`config.mk`:
```
export PLATFORM = sky130hd
export DESIGN_NAME = dm_csrs_top
export DESIGN_NICKNAME = d
export VERILOG_FILES = /design/src/logic/dm_pkg.sv /design/src/logic/dm_abstract_regs.sv /design/src/logic/dm_csrs_top.sv /design/src/logic/dm_ctrl_regs.sv /design/src/logic/dm_resp_fifo.sv
export SDC_FILE = /design/constraint.sdc
export NUM_CORES = 1
export LEC_CHECK = 0
export ABC_AREA = 1
export BUFFER_PORTS_ARGS = -buffer_cell sky130_fd_sc_hd__buf_2
export CORE_ASPECT_RATIO = 0.8
export CORE_MARGIN = 3
export CORE_UTILIZATION = 57
export DETAILED_ROUTE_END_ITERATION = 8
export PLACE_DENSITY = 0.86
export SETUP_SLACK_MARGIN = 0.1
export SLEW_MARGIN = 25
export SYNTH_ARGS = -nofsm -noshare
export SYNTH_HDL_FRONTEND = slang
export SYNTH_SLANG_ARGS = --single-unit
export TNS_END_PERCENT = 30
```
`constraint.sdc`:
```
create_clock -name clk_i -period 5.5 [get_ports clk_i]
set_input_delay 1.1 -clock clk_i [delete_from_list [all_inputs] [get_ports clk_i]]
set_output_delay 1.1 -clock clk_i [all_outputs]
set_load 0.005 [all_outputs]
```
`src/logic/dm_pkg.sv`:
```
/*
 * Debug module shared definitions: DMI widths, register addresses,
 * request operations, command errors and register field positions.
 */
`default_nettype none

package dm_pkg;

  // ------------------------------
  // DMI transport
  // ------------------------------
  localparam int unsigned WordWidth = 32;
  localparam int unsigned AddrWidth = 7;

  typedef enum logic [1:0] {
    DTM_NOP   = 2'h0,
    DTM_READ  = 2'h1,
    DTM_WRITE = 2'h2
  } dtm_op_e;

  // register map, data registers follow Data0
  typedef enum logic [6:0] {
    Data0      = 7'h04,
    DMControl  = 7'h10,
    DMStatus   = 7'h11,
    AbstractCS = 7'h16,
    Command    = 7'h17
  } dm_csr_e;

  typedef enum logic [2:0] {
    CmdErrNone         = 3'd0,
    CmdErrBusy         = 3'd1,
    CmdErrNotSupported = 3'd2,
    CmdErrException    = 3'd3,
    CmdErrHaltResume   = 3'd4,
    CmdErrBus          = 3'd5,
    CmdErrOther        = 3'd7
  } cmderr_e;

  localparam logic [3:0] DbgVersion013 = 4'h2;

  // ------------------------------
  // dmcontrol fields
  // ------------------------------
  localparam int unsigned DmcHaltreq      = 31;
  localparam int unsigned DmcResumereq    = 30;
  localparam int unsigned DmcAckhavereset = 28;
  // low bit of the 10-bit hartsello field
  localparam int unsigned DmcHartselLo    = 16;
  localparam int unsigned DmcNdmreset     = 1;
  localparam int unsigned DmcDmactive     = 0;

  // ------------------------------
  // dmstatus fields
  // ------------------------------
  localparam int unsigned DmsAllhavereset   = 19;
  localparam int unsigned DmsAnyhavereset   = 18;
  localparam int unsigned DmsAllresumeack   = 17;
  localparam int unsigned DmsAnyresumeack   = 16;
  localparam int unsigned DmsAllnonexistent = 15;
  localparam int unsigned DmsAnynonexistent = 14;
  localparam int unsigned DmsAllunavail     = 13;
  localparam int unsigned DmsAnyunavail     = 12;
  localparam int unsigned DmsAllrunning     = 11;
  localparam int unsigned DmsAnyrunning     = 10;
  localparam int unsigned DmsAllhalted      = 9;
  localparam int unsigned DmsAnyhalted      = 8;
  localparam int unsigned DmsAuthenticated  = 7;

endpackage

`default_nettype wire

```
`src/logic/dm_abstract_regs.sv`:
```
/*
 * Abstract command registers: command launch, sticky cmderr in
 * abstractcs and the data registers with hart-side bulk update.
 */
`timescale 1ns/1ns
`default_nettype none

module dm_abstract_regs #(
  parameter int unsigned DataCount = 2
) (
  input  wire logic                                          clk_i,
  input  wire logic                                          rst_ni,
  input  wire logic                                          dmactive_i,
  input  wire logic                                          cmd_we_i,
  input  wire logic                                          abscs_we_i,
  input  wire logic                                          data_we_i,
  input  wire logic                                          data_re_i,
  input  wire logic [3:0]                                    data_idx_i,
  input  wire logic [dm_pkg::WordWidth-1:0]                  wdata_i,
  input  wire logic                                          cmdbusy_i,
  input  wire logic                                          cmderror_valid_i,
  input  wire dm_pkg::cmderr_e                               cmderror_i,
  input  wire logic [DataCount-1:0][dm_pkg::WordWidth-1:0]   data_i,
  input  wire logic                                          data_valid_i,
  output logic [dm_pkg::WordWidth-1:0]                       abscs_rdata_o,
  output logic [dm_pkg::WordWidth-1:0]                       data_rdata_o,
  output logic                                               cmd_valid_o,
  output logic [dm_pkg::WordWidth-1:0]                       cmd_o,
  output logic [DataCount-1:0][dm_pkg::WordWidth-1:0]        data_o
);
  import dm_pkg::*;

  cmderr_e                             cmderr_q, cmderr_d;
  logic [WordWidth-1:0]                command_q, command_d;
  logic                                cmd_valid_q, cmd_valid_d;
  logic [DataCount-1:0][WordWidth-1:0] data_q, data_d;
  logic                                busy;

  // a command launched last cycle counts as busy until the hart reports
  assign busy = cmdbusy_i | cmd_valid_q;

  always_comb begin
    cmderr_d    = cmderr_q;
    command_d   = command_q;
    cmd_valid_d = 1'b0;
    data_d      = data_q;
    if (busy) begin
      if ((cmd_we_i || abscs_we_i || data_we_i) && cmderr_q == CmdErrNone) begin
        cmderr_d = CmdErrBusy;
      end
    end else begin
      if (cmd_we_i) begin
        cmd_valid_d = 1'b1;
        command_d   = wdata_i;
      end
      // cmderr is write-one-to-clear
      if (abscs_we_i) begin
        cmderr_d = cmderr_e'(cmderr_q & ~wdata_i[10:8]);
      end
      if (data_we_i) begin
        data_d[data_idx_i] = wdata_i;
      end
    end
    // hart error wins over the debugger
    if (cmderror_valid_i) begin
      cmderr_d = cmderror_i;
    end
    if (data_valid_i) begin
      data_d = data_i;
    end
  end

  assign abscs_rdata_o = {19'b0, busy, 1'b0, cmderr_q, 4'b0, 4'(DataCount)};
  assign data_rdata_o  = data_re_i ? data_q[data_idx_i] : '0;
  assign cmd_valid_o   = cmd_valid_q;
  assign cmd_o         = command_q;
  assign data_o        = data_q;

  always_ff @(posedge clk_i or negedge rst_ni) begin
    if (!rst_ni) begin
      cmderr_q    <= CmdErrNone;
      command_q   <= '0;
      cmd_valid_q <= 1'b0;
      data_q      <= '0;
    end else if (!dmactive_i) begin
      cmderr_q    <= CmdErrNone;
      command_q   <= '0;
      cmd_valid_q <= 1'b0;
      data_q      <= '0;
    end else begin
      cmderr_q    <= cmderr_d;
      command_q   <= command_d;
      cmd_valid_q <= cmd_valid_d;
      data_q      <= data_d;
    end
  end

  a_cmd_valid_pulse: assert property (@(posedge clk_i) disable iff (!rst_ni)
    cmd_valid_o |=> !cmd_valid_o)
    else $error("cmd_valid_o high for two cycles");

endmodule

`default_nettype wire

```
`src/logic/dm_csrs_top.sv`:
```
/*
 * Debug module register block top level: control registers, abstract
 * command registers and the DMI response queue.
 */
`timescale 1ns/1ns
`default_nettype none

module dm_csrs_top #(
  parameter int unsigned NrHarts   = 4,
  parameter int unsigned DataCount = 2
) (
  input  wire logic                                          clk_i,
  input  wire logic                                          rst_ni,
  // DMI request
  input  wire logic                                          dmi_req_valid_i,
  output logic                                               dmi_req_ready_o,
  input  wire dm_pkg::dtm_op_e                               dmi_req_op_i,
  input  wire logic [dm_pkg::AddrWidth-1:0]                  dmi_req_addr_i,
  input  wire logic [dm_pkg::WordWidth-1:0]                  dmi_req_data_i,
  // DMI response
  input  wire logic                                          dmi_resp_ready_i,
  output logic                                               dmi_resp_valid_o,
  output logic [dm_pkg::WordWidth-1:0]                       dmi_resp_data_o,
  // hart status and control
  input  wire logic [NrHarts-1:0]                            halted_i,
  input  wire logic [NrHarts-1:0]                            unavailable_i,
  input  wire logic [NrHarts-1:0]                            resumeack_i,
  output logic [NrHarts-1:0]                                 haltreq_o,
  output logic [NrHarts-1:0]                                 resumereq_o,
  output logic                                               clear_resumeack_o,
  output logic                                               ndmreset_o,
  output logic                                               dmactive_o,
  // abstract command
  output logic                                               cmd_valid_o,
  output logic [dm_pkg::WordWidth-1:0]                       cmd_o,
  input  wire logic                                          cmdbusy_i,
  input  wire logic                                          cmderror_valid_i,
  input  wire dm_pkg::cmderr_e                               cmderror_i,
  // data registers
  output logic [DataCount-1:0][dm_pkg::WordWidth-1:0]        data_o,
  input  wire logic [DataCount-1:0][dm_pkg::WordWidth-1:0]   data_i,
  input  wire logic                                          data_valid_i
);
  import dm_pkg::*;

  logic                 cmd_we, abscs_we, data_we, data_re;
  logic [3:0]           data_idx;
  logic [WordWidth-1:0] wdata, abscs_rdata, data_rdata, resp_word;
  logic                 resp_push, fifo_ready;

  dm_ctrl_regs #(
    .NrHarts   (NrHarts),
    .DataCount (DataCount)
  ) i_ctrl_regs (
    .clk_i             (clk_i),
    .rst_ni            (rst_ni),
    .dmi_req_valid_i   (dmi_req_valid_i),
    .dmi_req_ready_o   (dmi_req_ready_o),
    .dmi_req_op_i      (dmi_req_op_i),
    .dmi_req_addr_i    (dmi_req_addr_i),
    .dmi_req_data_i    (dmi_req_data_i),
    .halted_i          (halted_i),
    .unavailable_i     (unavailable_i),
    .resumeack_i       (resumeack_i),
    .haltreq_o         (haltreq_o),
    .resumereq_o       (resumereq_o),
    .clear_resumeack_o (clear_resumeack_o),
    .dmactive_o        (dmactive_o),
    .ndmreset_o        (ndmreset_o),
    .cmd_we_o          (cmd_we),
    .abscs_we_o        (abscs_we),
    .data_we_o         (data_we),
    .data_re_o         (data_re),
    .data_idx_o        (data_idx),
    .wdata_o           (wdata),
    .abscs_rdata_i     (abscs_rdata),
    .data_rdata_i      (data_rdata),
    .resp_push_o       (resp_push),
    .resp_word_o       (resp_word),
    .fifo_ready_i      (fifo_ready)
  );

  dm_abstract_regs #(
    .DataCount (DataCount)
  ) i_abstract_regs (
    .clk_i            (clk_i),
    .rst_ni           (rst_ni),
    .dmactive_i       (dmactive_o),
    .cmd_we_i         (cmd_we),
    .abscs_we_i       (abscs_we),
    .data_we_i        (data_we),
    .data_re_i        (data_re),
    .data_idx_i       (data_idx),
    .wdata_i          (wdata),
    .cmdbusy_i        (cmdbusy_i),
    .cmderror_valid_i (cmderror_valid_i),
    .cmderror_i       (cmderror_i),
    .data_i           (data_i),
    .data_valid_i     (data_valid_i),
    .abscs_rdata_o    (abscs_rdata),
    .data_rdata_o     (data_rdata),
    .cmd_valid_o      (cmd_valid_o),
    .cmd_o            (cmd_o),
    .data_o           (data_o)
  );

  dm_resp_fifo i_resp_fifo (
    .clk_i       (clk_i),
    .rst_ni      (rst_ni),
    .push_i      (resp_push),
    .wdata_i     (resp_word),
    .ready_o     (fifo_ready),
    .valid_o     (dmi_resp_valid_o),
    .rdata_o     (dmi_resp_data_o),
    .pop_ready_i (dmi_resp_ready_i)
  );

endmodule

`default_nettype wire

```
`src/logic/dm_ctrl_regs.sv`:
```
/*
 * Debug module control registers: DMI request decode, dmcontrol,
 * dmstatus, per-hart havereset flags and response word selection.
 */
`timescale 1ns/1ns
`default_nettype none

module dm_ctrl_regs #(
  parameter int unsigned NrHarts   = 4,
  parameter int unsigned DataCount = 2
) (
  input  wire logic                          clk_i,
  input  wire logic                          rst_ni,
  input  wire logic                          dmi_req_valid_i,
  output logic                               dmi_req_ready_o,
  input  wire dm_pkg::dtm_op_e               dmi_req_op_i,
  input  wire logic [dm_pkg::AddrWidth-1:0]  dmi_req_addr_i,
  input  wire logic [dm_pkg::WordWidth-1:0]  dmi_req_data_i,
  input  wire logic [NrHarts-1:0]            halted_i,
  input  wire logic [NrHarts-1:0]            unavailable_i,
  input  wire logic [NrHarts-1:0]            resumeack_i,
  output logic [NrHarts-1:0]                 haltreq_o,
  output logic [NrHarts-1:0]                 resumereq_o,
  output logic                               clear_resumeack_o,
  output logic                               dmactive_o,
  output logic                               ndmreset_o,
  output logic                               cmd_we_o,
  output logic                               abscs_we_o,
  output logic                               data_we_o,
  output logic                               data_re_o,
  output logic [3:0]                         data_idx_o,
  output logic [dm_pkg::WordWidth-1:0]       wdata_o,
  input  wire logic [dm_pkg::WordWidth-1:0]  abscs_rdata_i,
  input  wire logic [dm_pkg::WordWidth-1:0]  data_rdata_i,
  output logic                               resp_push_o,
  output logic [dm_pkg::WordWidth-1:0]       resp_word_o,
  input  wire logic                          fifo_ready_i
);
  import dm_pkg::*;

  logic                 req_acc, req_rd, req_wr, is_data, dmc_we;
  logic [AddrWidth-1:0] data_off;
  logic                 haltreq_q, haltreq_d, resumereq_q, resumereq_d;
  logic                 ndmreset_q, ndmreset_d, dmactive_q, dmactive_d;
  logic [9:0]           hartsel_q, hartsel_d;
  logic [NrHarts-1:0]   havereset_q, havereset_d, hart_sel;
  logic [WordWidth-1:0] dmcontrol, dmstatus, rdata;

  // ------------------------------
  // request decode
  // ------------------------------
  assign dmi_req_ready_o = fifo_ready_i;
  assign req_acc  = dmi_req_valid_i & fifo_ready_i;
  assign req_rd   = req_acc & (dmi_req_op_i == DTM_READ);
  assign req_wr   = req_acc & (dmi_req_op_i == DTM_WRITE);
  assign data_off = dmi_req_addr_i - Data0;
  assign is_data  = (dmi_req_addr_i >= Data0) && (data_off < DataCount);

  assign dmc_we     = req_wr & (dmi_req_addr_i == DMControl);
  assign cmd_we_o   = req_wr & (dmi_req_addr_i == Command);
  assign abscs_we_o = req_wr & (dmi_req_addr_i == AbstractCS);
  assign data_we_o  = req_wr & is_data;
  assign data_re_o  = req_rd & is_data;
  assign data_idx_o = data_off[3:0];
  assign wdata_o    = dmi_req_data_i;

  // one-hot hart select, all zero when out of range
  always_comb begin
    for (int unsigned h = 0; h < NrHarts; h++) begin
      hart_sel[h] = (hartsel_q == 10'(h));
    end
  end

  assign haltreq_o   = hart_sel & {NrHarts{haltreq_q}};
  assign resumereq_o = hart_sel & {NrHarts{resumereq_q}};
  assign dmactive_o  = dmactive_q;
  assign ndmreset_o  = ndmreset_q;

  always_comb begin
    haltreq_d   = haltreq_q;
    resumereq_d = resumereq_q;
    hartsel_d   = hartsel_q;
    ndmreset_d  = ndmreset_q;
    dmactive_d  = dmactive_q;
    havereset_d = havereset_q;
    if (dmc_we) begin
      haltreq_d   = dmi_req_data_i[DmcHaltreq];
      resumereq_d = dmi_req_data_i[DmcResumereq];
      hartsel_d   = dmi_req_data_i[DmcHartselLo +: 10];
      ndmreset_d  = dmi_req_data_i[DmcNdmreset];
      dmactive_d  = dmi_req_data_i[DmcDmactive];
      if (dmi_req_data_i[DmcAckhavereset]) begin
        havereset_d = havereset_q & ~hart_sel;
      end
    end
    // selected hart acknowledged the resume
    if (resumereq_q && |(hart_sel & resumeack_i)) begin
      resumereq_d = 1'b0;
    end
    if (ndmreset_q) begin
      havereset_d = '1;
    end
  end

  assign clear_resumeack_o = dmactive_q & ~resumereq_q & resumereq_d;

  // ------------------------------
  // read data
  // ------------------------------
  always_comb begin
    dmcontrol = '0;
    dmcontrol[DmcHaltreq]             = haltreq_q;
    dmcontrol[DmcResumereq]           = resumereq_q;
    dmcontrol[DmcHartselLo +: 10]     = hartsel_q;
    dmcontrol[DmcNdmreset]            = ndmreset_q;
    dmcontrol[DmcDmactive]            = dmactive_q;

    dmstatus = '0;
    dmstatus[3:0]                     = DbgVersion013;
    dmstatus[DmsAuthenticated]        = 1'b1;
    dmstatus[DmsAllhavereset]         = |(hart_sel & havereset_q);
    dmstatus[DmsAnyhavereset]         = |(hart_sel & havereset_q);
    dmstatus[DmsAllresumeack]         = |(hart_sel & resumeack_i);
    dmstatus[DmsAnyresumeack]         = |(hart_sel & resumeack_i);
    dmstatus[DmsAllnonexistent]       = ~|hart_sel;
    dmstatus[DmsAnynonexistent]       = ~|hart_sel;
    dmstatus[DmsAllunavail]           = |(hart_sel & unavailable_i);
    dmstatus[DmsAnyunavail]           = |(hart_sel & unavailable_i);
    // halted and running exclude unavailable harts
    dmstatus[DmsAllrunning]           = |(hart_sel & ~halted_i & ~unavailable_i);
    dmstatus[DmsAnyrunning]           = |(hart_sel & ~halted_i & ~unavailable_i);
    dmstatus[DmsAllhalted]            = |(hart_sel & halted_i & ~unavailable_i);
    dmstatus[DmsAnyhalted]            = |(hart_sel & halted_i & ~unavailable_i);

    rdata = '0;
    if (is_data) begin
      rdata = data_rdata_i;
    end else begin
      case (dm_csr_e'(dmi_req_addr_i))
        DMControl:  rdata = dmcontrol;
        DMStatus:   rdata = dmstatus;
        AbstractCS: rdata = abscs_rdata_i;
        default:    rdata = '0;
      endcase
    end
  end

  // writes and nops answer with zero
  assign resp_word_o = req_rd ? rdata : '0;
  assign resp_push_o = req_acc;

  always_ff @(posedge clk_i or negedge rst_ni) begin
    if (!rst_ni) begin
      haltreq_q   <= 1'b0;
      resumereq_q <= 1'b0;
      hartsel_q   <= '0;
      ndmreset_q  <= 1'b0;
      dmactive_q  <= 1'b0;
      havereset_q <= '1;
    end else begin
      havereset_q <= havereset_d;
      dmactive_q  <= dmactive_d;
      // inactive module keeps everything but dmactive cleared
      if (!dmactive_q) begin
        haltreq_q   <= 1'b0;
        resumereq_q <= 1'b0;
        hartsel_q   <= '0;
        ndmreset_q  <= 1'b0;
      end else begin
        haltreq_q   <= haltreq_d;
        resumereq_q <= resumereq_d;
        hartsel_q   <= hartsel_d;
        ndmreset_q  <= ndmreset_d;
      end
    end
  end

  a_haltreq_onehot: assert property (@(posedge clk_i) disable iff (!rst_ni)
    $onehot0(haltreq_o))
    else $error("more than one haltreq bit set: %h", haltreq_o);

  a_clear_resumeack_pulse: assert property (@(posedge clk_i) disable iff (!rst_ni)
    clear_resumeack_o |=> !clear_resumeack_o)
    else $error("clear_resumeack_o high for two cycles");

endmodule

`default_nettype wire

```
`src/logic/dm_resp_fifo.sv`:
```
/*
 * Two-entry DMI response queue with valid/ready on both sides.
 */
`timescale 1ns/1ns
`default_nettype none

module dm_resp_fifo (
  input  wire logic                          clk_i,
  input  wire logic                          rst_ni,
  input  wire logic                          push_i,
  input  wire logic [dm_pkg::WordWidth-1:0]  wdata_i,
  output logic                               ready_o,
  output logic                               valid_o,
  output logic [dm_pkg::WordWidth-1:0]       rdata_o,
  input  wire logic                          pop_ready_i
);
  import dm_pkg::*;

  logic [1:0][WordWidth-1:0] mem_q;
  logic                      wr_ptr_q, rd_ptr_q;
  logic [1:0]                count_q;
  logic                      pop;

  assign ready_o = (count_q != 2'd2);
  assign valid_o = (count_q != 2'd0);
  assign rdata_o = mem_q[rd_ptr_q];
  assign pop     = valid_o & pop_ready_i;

  // ------------------------------
  // pointers and fill count
  // ------------------------------
  always_ff @(posedge clk_i or negedge rst_ni) begin
    if (!rst_ni) begin
      wr_ptr_q <= 1'b0;
      rd_ptr_q <= 1'b0;
      count_q  <= 2'd0;
    end else begin
      if (push_i) begin
        wr_ptr_q <= ~wr_ptr_q;
      end
      if (pop) begin
        rd_ptr_q <= ~rd_ptr_q;
      end
      count_q <= count_q + 2'(push_i) - 2'(pop);
    end
  end

  always_ff @(posedge clk_i) begin
    if (push_i) begin
      mem_q[wr_ptr_q] <= wdata_i;
    end
  end

  a_no_push_full: assert property (@(posedge clk_i) disable iff (!rst_ni)
    push_i |-> ready_o)
    else $error("push into full response queue");

  a_rdata_stable: assert property (@(posedge clk_i) disable iff (!rst_ni)
    valid_o && !pop_ready_i |=> valid_o && $stable(rdata_o))
    else $error("response data changed while stalled");

endmodule

`default_nettype wire

```
==> results.toml <==
[run_status]
status = "completed"

[power_and_ir_drop]
combPwrFrac = 0.200
p_sw_frac = 0.3058
leakage_uw = 0.006026
p_total_uw = 3505
ir_drop_mv = 0.2226
seq_power_share = 0.466
clkPwrFrac = 0.334
switching_power_uw = 1072
power.internal_uw = 2433
p_per_area_nw_per_um2 = 303.2

[floorplan]
fp.dieW_um = 151.3
rows = 41
core_area_um2 = 16160
io_pins = 269
die_h_um = 122.2
die-area_um2 = 18490
start_util = 0.5957

[grt]
grt_max_degree = 98
globalRouteTotalUtil = 0.3431
grt_pass1_wl_um = 47800
grt_antenna_before_repair = 3
grt_pass1_vias = 8616
overflow = 0

[clock_tree]
cts_resized = 0
hold_buffers = 0
htree_levels = 4
postCtsSetupRepairBufs = 0
cts_sinks = 186
clock_path_buffers = 2
cts_tree = "built"
clk_pin_slew_ns = 0.07
insertion_delay_ns = 0.44
cts_root_buf = "clkbuf_16"
numCtsBuffers = 17

[yosys]
synthesis.nets = 1320
synth_cells = 1188
yosys_warnings = 0
yosysSeqAreaShare = 0.5174
synth_cell_types = 39
synth_seq_cells = 186
synth.cell_area_um2 = 9625
postSynthAreaPerCell_um2 = 8.102

[route]
drtIter0Drc = 1076
drc = 0
vias_per_cell = 5.777
routed_wl_um = 31670
wl_per_cell_um = 19.28
vias = 9491
postRouteAntennaNets = 0
first_pass_iters = 6

[worst_setup_path]
crit_path_start_kind = "input port"
critPathKind = "input port to output port"
required_ns = 4.40
r2r_start = "i_resp_fifo.count_q[1]$_DFF_PN0_"
crit_fanout = 36
worstRegToRegCells = 9
timing.rr.end = "i_resp_fifo.mem_q[46]$_DFFE_PP_"
crit_start = "dmi_req_addr_i[0]"
reg2reg_slack_ns = 2.78
endpoint_kind = "output port"
crit_arrival_ns = 2.83

[place]
dp_hpwl_um = 22550
port_buffers = 268
place_congestion = 0.9966
postPlaceCellArea_um2 = 11000

[layout]
nets = 1545
final_cell_mix = "nand2_1 (445), buf_2 (266), dfrtp_1 (118), nor2_1 (103), nand3_1 (97)"
design_area_um2 = 11560
drive_gt1_frac = 0.2454
final_common_cell = "nand2_1"
area_growth_pct = 20.12
utilization = 0.7155

[sta]
fin_crit_ns = 3.932
finalHoldViolCount = 0
drv_slew = 0
fin_skew_ns = 0.009851
rsz0062_at_grt = "no"
fmax_mhz = 254.3
period_share = 0.7148
worstMarginPinSlew_ns = 0.9861
slew_headroom = 0.3426
tns_ns = 0
finalSetupViolCount = 0

[worst_hold_path]
hold_start = "i_ctrl_regs.havereset_q[0]$_DFFE_PN1P_"
min_delay_path_depth = 2
hold_path_end = "i_ctrl_regs.havereset_q[0]$_DFFE_PN1P_"
hp-class = "flop to flop"

[run]
maxCapViolations = 0
==> critical path: stages <==
cell and delay (ns):
buf_2 0.34, inv_2 0.14, nand4_1 0.25, nor2_2 0.22, nand2_1 0.34, nor3_1 0.26
buf_2 0.15
==> flip-flops by register name, indices dropped and copies added (netlist names), 2 cells and up <==
register and count:
i_abstract_regs.data_o 64, i_resp_fifo.mem_q 64, i_abstract_regs.cmd_o 32, i_ctrl_regs.hartsel_q 10, i_ctrl_regs.havereset_q 4, i_abstract_regs.cmderr_q 3, i_resp_fifo.count_q 2
==> cell usage after synthesis (all sizes together) <==
master / n / area (um2)
dfstp: 4 / 105.1
o21a: 1 / 7.510
clkinv: 2 / 8.750
nor2: 113 / 449.2
buf: 42 / 234.0
inv: 69 / 259.0
a31oi: 2 / 12.51
a21oi: 53 / 265.3
nor3: 6 / 68.82
dfrtp: 118 / 2953
ha: 5 / 62.56
clkbuf: 29 / 108.9
a22oi: 32 / 240.2
or2: 5 / 31.28
o21ai: 36 / 180.2
nand4: 12 / 120.1
edfxtp: 64 / 1922
nand2: 449 / 1700
nand3b: 1 / 11.26
nand3: 97 / 485.5
o22ai: 4 / 25.02
xnor2: 3 / 26.28
o31ai: 4 / 30.03
a22o: 32 / 280.3
xor2: 1 / 8.760
o211ai: 4 / 30.03
==> power by group through the flow <==
stage | Sequential (uW) | Combinational [uW] | Clock [uW]
floorplan | 1650 | 391 | 0
global placement | 1650 | 686 | 0
detailed placement | 1660 | 703 | 0
CTS | 1630 | 705 | 1170
global route | 1640 | 791 | 1230
finish | 1630 | 700 | 1170
==> per-layer routing <==
| layer | GRT usage | routed length (um) |
|---|---|---|
| met1 | 0.5093 | 13050 |
| met2 | 0.4907 | 13610 |
| met3 | 0.08564 | 3949 |
| met4 | 0.1274 | 1049 |
| met5 | 0 | 13 |
==> final cells by class <==
cell class,instances,area (um2)
fill,1313,4597
inverter,71,267.8
clock buffer,17,425.4
sequential,186,4980
antenna,2,5.005
timing repair buffer,277,1418
multi-input combinational,860,4066
tap,215,269.0
clock inverter,15,131.4
==> stage by stage <==
step	setup WS, ns	hold slack [ns]	instances
4_1_cts	1.607	0.4784	1641
3_3_place_gp	1.675	0.4630	1609
2_1_floorplan	2.177	0.4538	1188
6_report	1.568	0.4866	1643
5_1_grt	1.458	0.5031	1643
3_5_place_dp	1.608	0.4682	1609
==> logic make-up after synthesis <==
family | share of synthesized area
AO/OA/AOI/OAI | 0.1113
XOR/XNOR | 0.003640
flip-flops | 0.5174
AND/OR/NAND/NOR | 0.2978
buffers and inverters | 0.06343
adder cells (fa/ha/maj) | 0.006499
==> worst max path at each step <==
stage	endpoint	slack, ns	cells past startpoint
6_report	clear_resumeack_o	1.57	7
5_1_grt	clear_resumeack_o	1.46	7
2_1_floorplan	clear_resumeack_o	2.18	7
3_3_place_gp	clear_resumeack_o	1.68	7
3_5_place_dp	clear_resumeack_o	1.61	7
4_1_cts	clear_resumeack_o	1.61	7
(Power assumes the default switching activity.)
